===== src/hw/ooo_pkg.sv =====
package ooo_pkg;

	localparam int SS_SIZE      = 2;
	localparam int ROB_SIZE     = 8;
	localparam int ROB_IDX_W    = $clog2(ROB_SIZE);
	localparam int NUM_PHYS_REG = 32;
	localparam int PHYS_W       = $clog2(NUM_PHYS_REG);
	localparam int EXEC_LAT     = 3;

	localparam logic [5:0] OP_NOP  = 6'h00;
	localparam logic [5:0] OP_ALU  = 6'h01;
	localparam logic [5:0] OP_BR   = 6'h02;
	localparam logic [5:0] OP_HALT = 6'h3f;

	localparam logic [1:0] BR_NEVER  = 2'b00;
	localparam logic [1:0] BR_ALWAYS = 2'b01;

	typedef logic [PHYS_W-1:0] phys_reg_t;

	typedef struct packed {
		logic [5:0]  opcode;
		logic [4:0]  dest;
		logic [4:0]  src_a;
		logic [4:0]  src_b;
		logic [10:0] func;
	} alu_instr_t;

	typedef struct packed {
		logic [5:0]  opcode;   // Same bits as the alu view
		logic [1:0]  cond;
		logic [23:0] disp;     // In words
	} br_instr_t;

	typedef union packed {
		alu_instr_t alu;
		br_instr_t  branch;
	} instr_u;

	typedef struct packed {
		logic        busy;
		logic        ready;
		phys_reg_t   t_new;
		phys_reg_t   t_old;
		logic [4:0]  wr_idx;
		logic        halt;
		logic        is_br;
		logic        mispredict;
		logic [31:0] npc;
		logic [31:0] target;
	} rob_row_t;

endpackage


===== src/hw/dispatch_decode.sv =====
module dispatch_decode (
	input  logic                        clock,
	input  logic                        rst,
	input  logic                        inst_valid [ooo_pkg::SS_SIZE],
	input  ooo_pkg::instr_u             inst_word [ooo_pkg::SS_SIZE],
	input  logic [ooo_pkg::ROB_IDX_W:0] free_rows,
	output logic                        dispatch_en [ooo_pkg::SS_SIZE],
	output logic [4:0]                  wr_idx [ooo_pkg::SS_SIZE],
	output logic                        halt [ooo_pkg::SS_SIZE],
	output logic                        is_br [ooo_pkg::SS_SIZE],
	output logic [1:0]                  cond [ooo_pkg::SS_SIZE],
	output logic [23:0]                 disp [ooo_pkg::SS_SIZE]
);
	import ooo_pkg::*;

	logic       live [SS_SIZE];
	logic [5:0] opcode [SS_SIZE];

	// Field extraction per lane
	always_comb begin
		for (int j = 0; j < SS_SIZE; j++) begin
			opcode[j] = inst_word[j].alu.opcode;
			live[j]   = inst_valid[j] && (opcode[j] != OP_NOP);
			halt[j]   = (opcode[j] == OP_HALT);
			is_br[j]  = (opcode[j] == OP_BR);

			// Only ALU ops name a destination
			if (opcode[j] == OP_ALU) begin
				wr_idx[j] = inst_word[j].alu.dest;
			end else begin
				wr_idx[j] = 5'd0;
			end

			cond[j] = inst_word[j].branch.cond;   // Don't care unless is_br
			disp[j] = inst_word[j].branch.disp;
		end
	end

	// Lanes fill in order as room allows
	always_comb begin
		dispatch_en[0] = live[0] && (free_rows >= 1);
		if (live[0]) begin
			dispatch_en[1] = live[1] && dispatch_en[0] && (free_rows >= 2);
		end else begin
			dispatch_en[1] = live[1] && (free_rows >= 1);   // Lane 1 takes the single row
		end
	end

endmodule


===== src/hw/exec_pipe.sv =====
module exec_pipe (
	input  logic               clock,
	input  logic               rst,
	input  logic               flush,
	input  logic               dispatch_en [ooo_pkg::SS_SIZE],
	input  ooo_pkg::phys_reg_t t_new_in [ooo_pkg::SS_SIZE],
	input  logic               is_br [ooo_pkg::SS_SIZE],
	input  logic [1:0]         cond [ooo_pkg::SS_SIZE],
	input  logic [23:0]        disp [ooo_pkg::SS_SIZE],
	input  logic [31:0]        npc [ooo_pkg::SS_SIZE],
	output logic               cdb_en [ooo_pkg::SS_SIZE],
	output ooo_pkg::phys_reg_t cdb_tag [ooo_pkg::SS_SIZE],
	output logic               cdb_br_mispred [ooo_pkg::SS_SIZE],
	output logic [31:0]        cdb_br_target [ooo_pkg::SS_SIZE]
);
	import ooo_pkg::*;

	logic [SS_SIZE-1:0] st_en [EXEC_LAT];
	logic [SS_SIZE-1:0] st_mispred [EXEC_LAT];
	phys_reg_t          st_tag [EXEC_LAT][SS_SIZE];
	logic [31:0]        st_target [EXEC_LAT][SS_SIZE];
	logic               mispred_in [SS_SIZE];
	logic [31:0]        target_in [SS_SIZE];

	// Branch resolution at entry; prediction is always not taken
	always_comb begin
		for (int j = 0; j < SS_SIZE; j++) begin
			case (cond[j])
				BR_ALWAYS: mispred_in[j] = is_br[j];
				BR_NEVER:  mispred_in[j] = 1'b0;
				default:   mispred_in[j] = 1'b0;
			endcase
			target_in[j] = npc[j] + {{6{disp[j][23]}}, disp[j], 2'b00};
		end
	end

	always_ff @(posedge clock) begin
		if (rst || flush) begin
			for (int k = 0; k < EXEC_LAT; k++) st_en[k] <= '0;
		end else begin
			for (int j = 0; j < SS_SIZE; j++) st_en[0][j] <= dispatch_en[j];
			for (int k = 1; k < EXEC_LAT; k++) st_en[k] <= st_en[k-1];
		end
	end

	// Tag and branch result move one stage per cycle
	always_ff @(posedge clock) begin
		for (int j = 0; j < SS_SIZE; j++) begin
			st_tag[0][j]     <= t_new_in[j];
			st_mispred[0][j] <= mispred_in[j];
			st_target[0][j]  <= target_in[j];
		end
		for (int k = 1; k < EXEC_LAT; k++) begin
			st_tag[k]     <= st_tag[k-1];
			st_mispred[k] <= st_mispred[k-1];
			st_target[k]  <= st_target[k-1];
		end
	end

	always_comb begin
		for (int j = 0; j < SS_SIZE; j++) begin
			cdb_en[j]         = st_en[EXEC_LAT-1][j];
			cdb_tag[j]        = st_tag[EXEC_LAT-1][j];
			cdb_br_mispred[j] = st_mispred[EXEC_LAT-1][j];
			cdb_br_target[j]  = st_target[EXEC_LAT-1][j];
		end
	end

endmodule


===== src/hw/rob_tag_cam.sv =====
module rob_tag_cam (
	input  logic                         cam_en [ooo_pkg::SS_SIZE],
	input  ooo_pkg::phys_reg_t           tags [ooo_pkg::SS_SIZE],
	input  ooo_pkg::phys_reg_t           table_tags [ooo_pkg::ROB_SIZE],
	output logic [ooo_pkg::SS_SIZE-1:0]  hits [ooo_pkg::ROB_SIZE]
);
	import ooo_pkg::*;

	// One comparator per row and CDB lane
	always_comb begin
		for (int i = 0; i < ROB_SIZE; i++) begin
			for (int j = 0; j < SS_SIZE; j++) begin
				hits[i][j] = cam_en[j] && (table_tags[i] == tags[j]);
			end
		end
	end

endmodule


===== src/hw/rob.sv =====
module rob (
	input  logic                        clock,
	input  logic                        rst,
	input  logic                        flush,
	input  logic                        halted,
	input  logic                        dispatch_en [ooo_pkg::SS_SIZE],
	input  ooo_pkg::phys_reg_t          t_new_in [ooo_pkg::SS_SIZE],
	input  ooo_pkg::phys_reg_t          t_old_in [ooo_pkg::SS_SIZE],
	input  logic [4:0]                  wr_idx [ooo_pkg::SS_SIZE],
	input  logic                        halt [ooo_pkg::SS_SIZE],
	input  logic                        is_br [ooo_pkg::SS_SIZE],
	input  logic [31:0]                 npc [ooo_pkg::SS_SIZE],
	input  logic                        cdb_en [ooo_pkg::SS_SIZE],
	input  ooo_pkg::phys_reg_t          cdb_tag [ooo_pkg::SS_SIZE],
	input  logic                        cdb_br_mispred [ooo_pkg::SS_SIZE],
	input  logic [31:0]                 cdb_br_target [ooo_pkg::SS_SIZE],
	output logic                        retire_valid [ooo_pkg::SS_SIZE],
	output ooo_pkg::rob_row_t           retire_row [ooo_pkg::SS_SIZE],
	output logic [ooo_pkg::ROB_IDX_W:0] free_rows,
	output logic                        full
);
	import ooo_pkg::*;

	rob_row_t             rows [ROB_SIZE];
	rob_row_t             rows_next [ROB_SIZE];
	logic [ROB_IDX_W-1:0] head;
	logic [ROB_IDX_W-1:0] tail;
	logic [ROB_IDX_W-1:0] head_1;
	logic [ROB_IDX_W-1:0] slot [SS_SIZE];
	logic [ROB_IDX_W:0]   n_disp;
	logic [ROB_IDX_W:0]   n_ret;
	logic [ROB_IDX_W:0]   free_next;
	logic                 head_stop;
	phys_reg_t            row_tags [ROB_SIZE];
	logic [SS_SIZE-1:0]   hits [ROB_SIZE];

	always_comb begin
		for (int i = 0; i < ROB_SIZE; i++) row_tags[i] = rows[i].t_new;
	end

	rob_tag_cam u_cam (
		.cam_en     (cdb_en),
		.tags       (cdb_tag),
		.table_tags (row_tags),
		.hits       (hits)
	);

	// Second row retires only behind a plain first row
	assign head_1    = head + ROB_IDX_W'(1);
	assign head_stop = rows[head].halt || (rows[head].is_br && rows[head].mispredict);

	assign retire_valid[0] = !flush && !halted && rows[head].busy && rows[head].ready;
	assign retire_valid[1] = retire_valid[0] && !head_stop
		&& rows[head_1].busy && rows[head_1].ready;
	assign retire_row[0] = rows[head];
	assign retire_row[1] = rows[head_1];

	always_comb begin
		rows_next = rows;

		// Completion from the CDB
		for (int i = 0; i < ROB_SIZE; i++) begin
			for (int j = 0; j < SS_SIZE; j++) begin
				if (rows[i].busy && hits[i][j]) begin
					rows_next[i].ready      = 1'b1;
					rows_next[i].mispredict = cdb_br_mispred[j];
					rows_next[i].target     = cdb_br_target[j];
				end
			end
		end

		if (retire_valid[0]) begin
			rows_next[head].busy  = 1'b0;
			rows_next[head].ready = 1'b0;
		end
		if (retire_valid[1]) begin
			rows_next[head_1].busy  = 1'b0;
			rows_next[head_1].ready = 1'b0;
		end
		n_ret = (ROB_IDX_W+1)'(retire_valid[0]) + (ROB_IDX_W+1)'(retire_valid[1]);

		// Lane 1 packs behind lane 0 when both go
		slot[0] = tail;
		slot[1] = tail + ROB_IDX_W'(dispatch_en[0]);
		n_disp  = '0;
		for (int j = 0; j < SS_SIZE; j++) begin
			if (dispatch_en[j]) begin
				rows_next[slot[j]].busy       = 1'b1;
				rows_next[slot[j]].ready      = halt[j] || (wr_idx[j] == 5'd0 && !is_br[j]);
				rows_next[slot[j]].t_new      = t_new_in[j];
				rows_next[slot[j]].t_old      = t_old_in[j];
				rows_next[slot[j]].wr_idx     = wr_idx[j];
				rows_next[slot[j]].halt       = halt[j];
				rows_next[slot[j]].is_br      = is_br[j];
				rows_next[slot[j]].mispredict = 1'b0;
				rows_next[slot[j]].npc        = npc[j];
				rows_next[slot[j]].target     = npc[j];   // Fall-through until resolved
				n_disp = n_disp + 1'b1;
			end
		end

		free_next = free_rows + n_ret - n_disp;
	end

	always_ff @(posedge clock) begin
		if (rst || flush) begin
			head      <= '0;
			tail      <= '0;
			free_rows <= (ROB_IDX_W+1)'(ROB_SIZE);
			full      <= 1'b0;
			for (int i = 0; i < ROB_SIZE; i++) begin
				rows[i].busy       <= 1'b0;
				rows[i].ready      <= 1'b0;
				rows[i].mispredict <= 1'b0;
			end
		end else begin
			rows      <= rows_next;
			head      <= head + n_ret[ROB_IDX_W-1:0];
			tail      <= tail + n_disp[ROB_IDX_W-1:0];
			free_rows <= free_next;
			full      <= (free_next == '0);
		end
	end

endmodule


===== src/hw/retire_unit.sv =====
module retire_unit (
	input  logic               clock,
	input  logic               rst,
	input  logic               retire_valid [ooo_pkg::SS_SIZE],
	input  ooo_pkg::rob_row_t  retire_row [ooo_pkg::SS_SIZE],
	output logic               free_valid [ooo_pkg::SS_SIZE],
	output ooo_pkg::phys_reg_t free_tag [ooo_pkg::SS_SIZE],
	output logic [4:0]         free_wr_idx [ooo_pkg::SS_SIZE],
	output logic               halted,
	output logic               flush,
	output logic [31:0]        redirect_pc
);
	import ooo_pkg::*;

	logic        halt_hit;
	logic        br_flush_0;
	logic        br_flush_1;
	logic [31:0] flush_target;

	// A mispredicted branch is always the youngest row retired
	assign br_flush_0 = retire_valid[0] && retire_row[0].is_br && retire_row[0].mispredict;
	assign br_flush_1 = retire_valid[1] && retire_row[1].is_br && retire_row[1].mispredict;
	assign flush_target = br_flush_1 ? retire_row[1].target : retire_row[0].target;
	assign halt_hit = (retire_valid[0] && retire_row[0].halt)
		|| (retire_valid[1] && retire_row[1].halt);

	always_ff @(posedge clock) begin
		if (rst) begin
			for (int j = 0; j < SS_SIZE; j++) free_valid[j] <= 1'b0;
			halted <= 1'b0;
			flush  <= 1'b0;
		end else begin
			for (int j = 0; j < SS_SIZE; j++) free_valid[j] <= retire_valid[j];
			halted <= halted || halt_hit;   // Sticky until reset
			flush  <= br_flush_0 || br_flush_1;
		end
	end

	always_ff @(posedge clock) begin
		for (int j = 0; j < SS_SIZE; j++) begin
			free_tag[j]    <= retire_row[j].t_old;
			free_wr_idx[j] <= retire_row[j].wr_idx;
		end
		if (br_flush_0 || br_flush_1) redirect_pc <= flush_target;
	end

endmodule


===== src/hw/ooo_backend_top.sv =====
module ooo_backend_top (
	input  logic                        clock,
	input  logic                        rst,
	input  logic                        inst_valid [ooo_pkg::SS_SIZE],
	input  ooo_pkg::instr_u             inst_word [ooo_pkg::SS_SIZE],
	input  logic [31:0]                 npc [ooo_pkg::SS_SIZE],
	input  ooo_pkg::phys_reg_t          t_new_in [ooo_pkg::SS_SIZE],
	input  ooo_pkg::phys_reg_t          t_old_in [ooo_pkg::SS_SIZE],
	output logic                        free_valid [ooo_pkg::SS_SIZE],
	output ooo_pkg::phys_reg_t          free_tag [ooo_pkg::SS_SIZE],
	output logic [4:0]                  free_wr_idx [ooo_pkg::SS_SIZE],
	output logic                        halted,
	output logic                        flush,
	output logic [31:0]                 redirect_pc,
	output logic [ooo_pkg::ROB_IDX_W:0] free_rows,
	output logic                        full
);
	import ooo_pkg::*;

	logic        dispatch_en [SS_SIZE];
	logic [4:0]  wr_idx [SS_SIZE];
	logic        halt [SS_SIZE];
	logic        is_br [SS_SIZE];
	logic [1:0]  cond [SS_SIZE];
	logic [23:0] disp [SS_SIZE];
	logic        cdb_en [SS_SIZE];
	phys_reg_t   cdb_tag [SS_SIZE];
	logic        cdb_br_mispred [SS_SIZE];
	logic [31:0] cdb_br_target [SS_SIZE];
	logic        retire_valid [SS_SIZE];
	rob_row_t    retire_row [SS_SIZE];

	dispatch_decode u_decode (
		.clock       (clock),
		.rst         (rst),
		.inst_valid  (inst_valid),
		.inst_word   (inst_word),
		.free_rows   (free_rows),
		.dispatch_en (dispatch_en),
		.wr_idx      (wr_idx),
		.halt        (halt),
		.is_br       (is_br),
		.cond        (cond),
		.disp        (disp)
	);

	exec_pipe u_exec (
		.clock          (clock),
		.rst            (rst),
		.flush          (flush),
		.dispatch_en    (dispatch_en),
		.t_new_in       (t_new_in),
		.is_br          (is_br),
		.cond           (cond),
		.disp           (disp),
		.npc            (npc),
		.cdb_en         (cdb_en),
		.cdb_tag        (cdb_tag),
		.cdb_br_mispred (cdb_br_mispred),
		.cdb_br_target  (cdb_br_target)
	);

	rob u_rob (
		.clock          (clock),
		.rst            (rst),
		.flush          (flush),
		.halted         (halted),
		.dispatch_en    (dispatch_en),
		.t_new_in       (t_new_in),
		.t_old_in       (t_old_in),
		.wr_idx         (wr_idx),
		.halt           (halt),
		.is_br          (is_br),
		.npc            (npc),
		.cdb_en         (cdb_en),
		.cdb_tag        (cdb_tag),
		.cdb_br_mispred (cdb_br_mispred),
		.cdb_br_target  (cdb_br_target),
		.retire_valid   (retire_valid),
		.retire_row     (retire_row),
		.free_rows      (free_rows),
		.full           (full)
	);

	retire_unit u_retire (
		.clock        (clock),
		.rst          (rst),
		.retire_valid (retire_valid),
		.retire_row   (retire_row),
		.free_valid   (free_valid),
		.free_tag     (free_tag),
		.free_wr_idx  (free_wr_idx),
		.halted       (halted),
		.flush        (flush),
		.redirect_pc  (redirect_pc)
	);

endmodule


===== config.mk =====
export PLATFORM = sky130hd
export DESIGN_NAME = ooo_backend_top
export DESIGN_NICKNAME = d
export VERILOG_FILES = /design/src/hw/ooo_pkg.sv /design/src/hw/dispatch_decode.sv /design/src/hw/exec_pipe.sv /design/src/hw/rob_tag_cam.sv /design/src/hw/rob.sv /design/src/hw/retire_unit.sv /design/src/hw/ooo_backend_top.sv
export SDC_FILE = /design/constraint.sdc
export NUM_CORES = 2
export LEC_CHECK = 0
export BUFFER_PORTS_ARGS = -buffer_cell sky130_fd_sc_hd__buf_2
export CAP_MARGIN = 20
export CELL_PAD_IN_SITES_DETAIL_PLACEMENT = 2
export CELL_PAD_IN_SITES_GLOBAL_PLACEMENT = 2
export CORE_UTILIZATION = 30
export CTS_CLUSTER_SIZE = 20
export DETAILED_ROUTE_END_ITERATION = 8
export PLACE_DENSITY_LB_ADDON = 0.08
export SYNTH_ARGS = -nofsm -noshare
export SYNTH_HDL_FRONTEND = slang
export SYNTH_HIERARCHICAL = 1
export SYNTH_SLANG_ARGS = --single-unit

===== constraint.sdc =====
create_clock -name clock -period 52.4 [get_ports clock]
set_input_delay 2.62 -clock clock [delete_from_list [all_inputs] [get_ports clock]]
set_output_delay 2.62 -clock clock [all_outputs]
set_load 0.01 [all_outputs]

==> impl_metrics.yaml <==
run_status:
  status: "completed"
worst_setup_path:
  crit_path_end_kind: "register"
  critPathMaxFanout: 86
  critPathBufInv: 5
  startpoint_type: "primary input"
  worst_r2r_path_depth: 11
  cp_top_family: "buffers and inverters"
  timing.critical_path.slowest_stage_cell: "buf_4"
  timing.critical_path.required_ns: 53.05
  crit_path_cell_trace: "buf_2, or2_2, inv_8, buf_4, buf_4, buf_4, nand2_1, a221oi_1, o21ai_0, o211ai_1"
  critical-path-top-cell-by-count: "buf_4"
  critical_path_arrival_ns: 7.25
  reg2reg_from: "u_rob/head[0]"
  reg2reg_slack_ns: 46.70
  worst_path_largest_cell_delay_ns: 0.98
  worst_setup_path_type: "in -> reg"
  critical_path.reg2reg.endpoint: "u_retire/redirect_pc[26]"
clocking:
  cts_hold_repair.buffers: 0
  cts_max_level: 3
  clk_root_buffer_cell: "clkbuf_16"
  clock_sinks: 717
  cts.repair.resized: 0
  cts_tree: "done"
  clock_insertion_delay_worst_skew_ns: 0.74
  postCtsSetupBuffers: 0
  clk_path_buf_depth: 3
  clkSlewWorstSetupHoldPaths_ns: 0.06
  cts_buf_count: 93
cells_and_area:
  drive_gt1_frac: 0.133
  fill_cell_instance_count_of_the_final_layout: 16500
  final_area_sq_mm: 0.0489
  syn_to_final_growth_pct: 9.47
  num-nets-final: 5163
hold_path:
  min_delay_worst_endpoint: "u_exec/st_target[0][155]"
  min_path_cells: 0
  hold_path.startpoint: "u_exec/st_target[0][91]"
  timing.hold.worst.class: "reg -> reg"
sta:
  period_minus_slack_ns: 6.61
  finalMaxSlewViolations: 0
  worst_slew_pin_slew_ns: 1.25
  grt_setup_unrepaired: "false"
  hold_violations: 0
  achievable-frequency_mhz: 151
  max-slew-margin-rel: 0.166
  timing.final.crit_share: 0.126
  skew_ns: 0.0434
  totalNegativeSetupSlack_ns: 0
  setup_violations: 0
yosys:
  syn_nets: 5566
  syn_area_per_cell_sq_um: 8.36
  synthesis.area_sq_mm: 0.0447
  post_synthesis_instance_total: 5339
  yosys_warnings: 6
detailed_routing:
  drt_iter0_markers: 5151
  post_drt_via_cell_ratio: 6.46
  via_count: 44900
  detail_route.wirelength_mm: 271
  final_antenna_net_count: 0
  drt_drc_violations_left: 0
  firstDrtPassIters: 6
  drt-wirelength-per-cell_microns: 39.0
floorplanning:
  initial_core_util: 0.302
  row_count: 141
  standard_cell_core_area_sq_mm: 0.148
  chipWidth_microns: 388
  die_height_microns: 388
  dieArea_sq_mm: 0.150
  io_pins: 213
global_route:
  grt_remaining_overflow: 0
  grt_antenna_before_repair: 18
  track_usage: 0.350
  grt_pass1_wl_mm: 372
  grt_start_max_net_pins: 87
  grt_pass1_vias: 45400
placed_design:
  io_buffer_count: 212
  finalWeightedCongestion: 0.844
  placement_stage_cell_area_sq_mm: 0.0456
  total_half_perimeter_wirelength_after_legalization_and_detailed_placement_mm: 156
pwr:
  power_density_mw_per_mm2: 51.8
  worst_case_vdd_ir_drop_mv: 0.0377
  p_leak_nw: 18.6
flow_run:
  cap_violations: 0
-- metrics by stage --
| step | total power, mW | cells | hold WS (ns) | setup WS, ns | util |
|---|---|---|---|---|---|
| after detailed placement | 1.82 | 6768 | 0.314 | 45.18 | 0.309 |
| after floorplan | 1.43 | 5339 | 0.310 | 36.86 | - |
| after CTS | 2.52 | 6943 | 0.291 | 45.89 | 0.331 |
| after global routing | 2.62 | 6946 | 0.321 | 45.61 | 0.331 |
| after global placement | 1.79 | 6766 | 0.310 | 45.17 | 0.309 |
| final | 2.53 | 6951 | 0.295 | 45.79 | 0.331 |
-- metal layers --
metal | up-vias | track usage | wire length [microns]
li1 | 18400 | - | -
met1 | 23400 | 0.466 | 113000
met2 | 2554 | 0.550 | 121000
met3 | 609 | 0.0706 | 24200
met4 | 10 | 0.151 | 12100
met5 | - | 0 | 67
-- registers in the layout, summed over array words and instances (netlist names) --
register and count:
u_exec/st_mispred 6, u_exec/st_target 192, u_rob/free_rows 4, u_retire/halted 1, u_retire/free_tag 10, u_exec/st_tag 30, u_retire/flush 1, u_retire/redirect_pc 32
u_rob/tail 3, u_retire/free_wr_idx 10, u_rob/rows 376, u_exec/st_en 6, u_rob/full 1, u_rob/row_tags 40, u_retire/free_valid 2, u_rob/head 3
-- layout by cell type, fill, tap and decap left out, types with 20 or more instances in the layout --
master / n
a22oi_1: 189
dfxtp_1: 284
a222oi_1: 20
mux4_2: 31
ha_1: 68
a221oi_1: 31
mux2_4: 28
buf_2: 212
nor3_1: 20
xnor2_1: 49
mux2i_1: 33
nand4_1: 61
and2_1: 21
a21o_1: 26
a21oi_1: 588
nor4_1: 22
a31oi_1: 144
inv_1: 44
nor2_1: 459
nand2_1: 663
xor2_1: 93
nand3_1: 576
o211ai_1: 280
clkinv_2: 20
edfxtp_1: 424
buf_4: 105
o21ai_0: 67
clkbuf_16: 105
-- final cells by class --
type                    instances  area [sq um]  share of cell area
clock inverters                42           393             0.00804
clock buffers                 133          2840              0.0582
multi-input cells            3757         22500               0.460
well taps                    1930          2410              0.0494
repair buffers                321          1920              0.0393
diodes                          5          12.5            0.000256
inverters                      46           180             0.00369
flip-flops and latches        717         18600               0.381
-- worst reg2reg max path, cell delays in order, from the launching register on --
cell	delay (ns)
dfxtp_4	0.63
ha_4	0.37
buf_4	0.78
mux4_2	0.44
and3_1	0.21
a31oi_4	0.43
nor3_1	0.13
buf_4	0.20
nand3_4	0.06
buf_4	0.90
nand2_2	0.69
buf_4	0.50
-- power breakdown --
part	internal, mW	switching (mW)
clock network	0.403	0.291
logic	0.301	0.595
registers	0.785	0.157
total	1.49	1.04
-- how the worst max path moves through the flow --
stage,startpoint,endpoint,slack (ns),cells past startpoint
CTS,rst,u_rob/rows[418],45.89,10
global placement,rst,u_rob/rows[418],45.17,10
floorplan,rst,u_rob/rows[166],36.86,7
finish,rst,u_rob/rows[418],45.79,10
global route,rst,u_rob/rows[418],45.61,10
detailed placement,rst,u_rob/rows[418],45.18,10
Note: power is estimated with default switching activity, not from simulation.
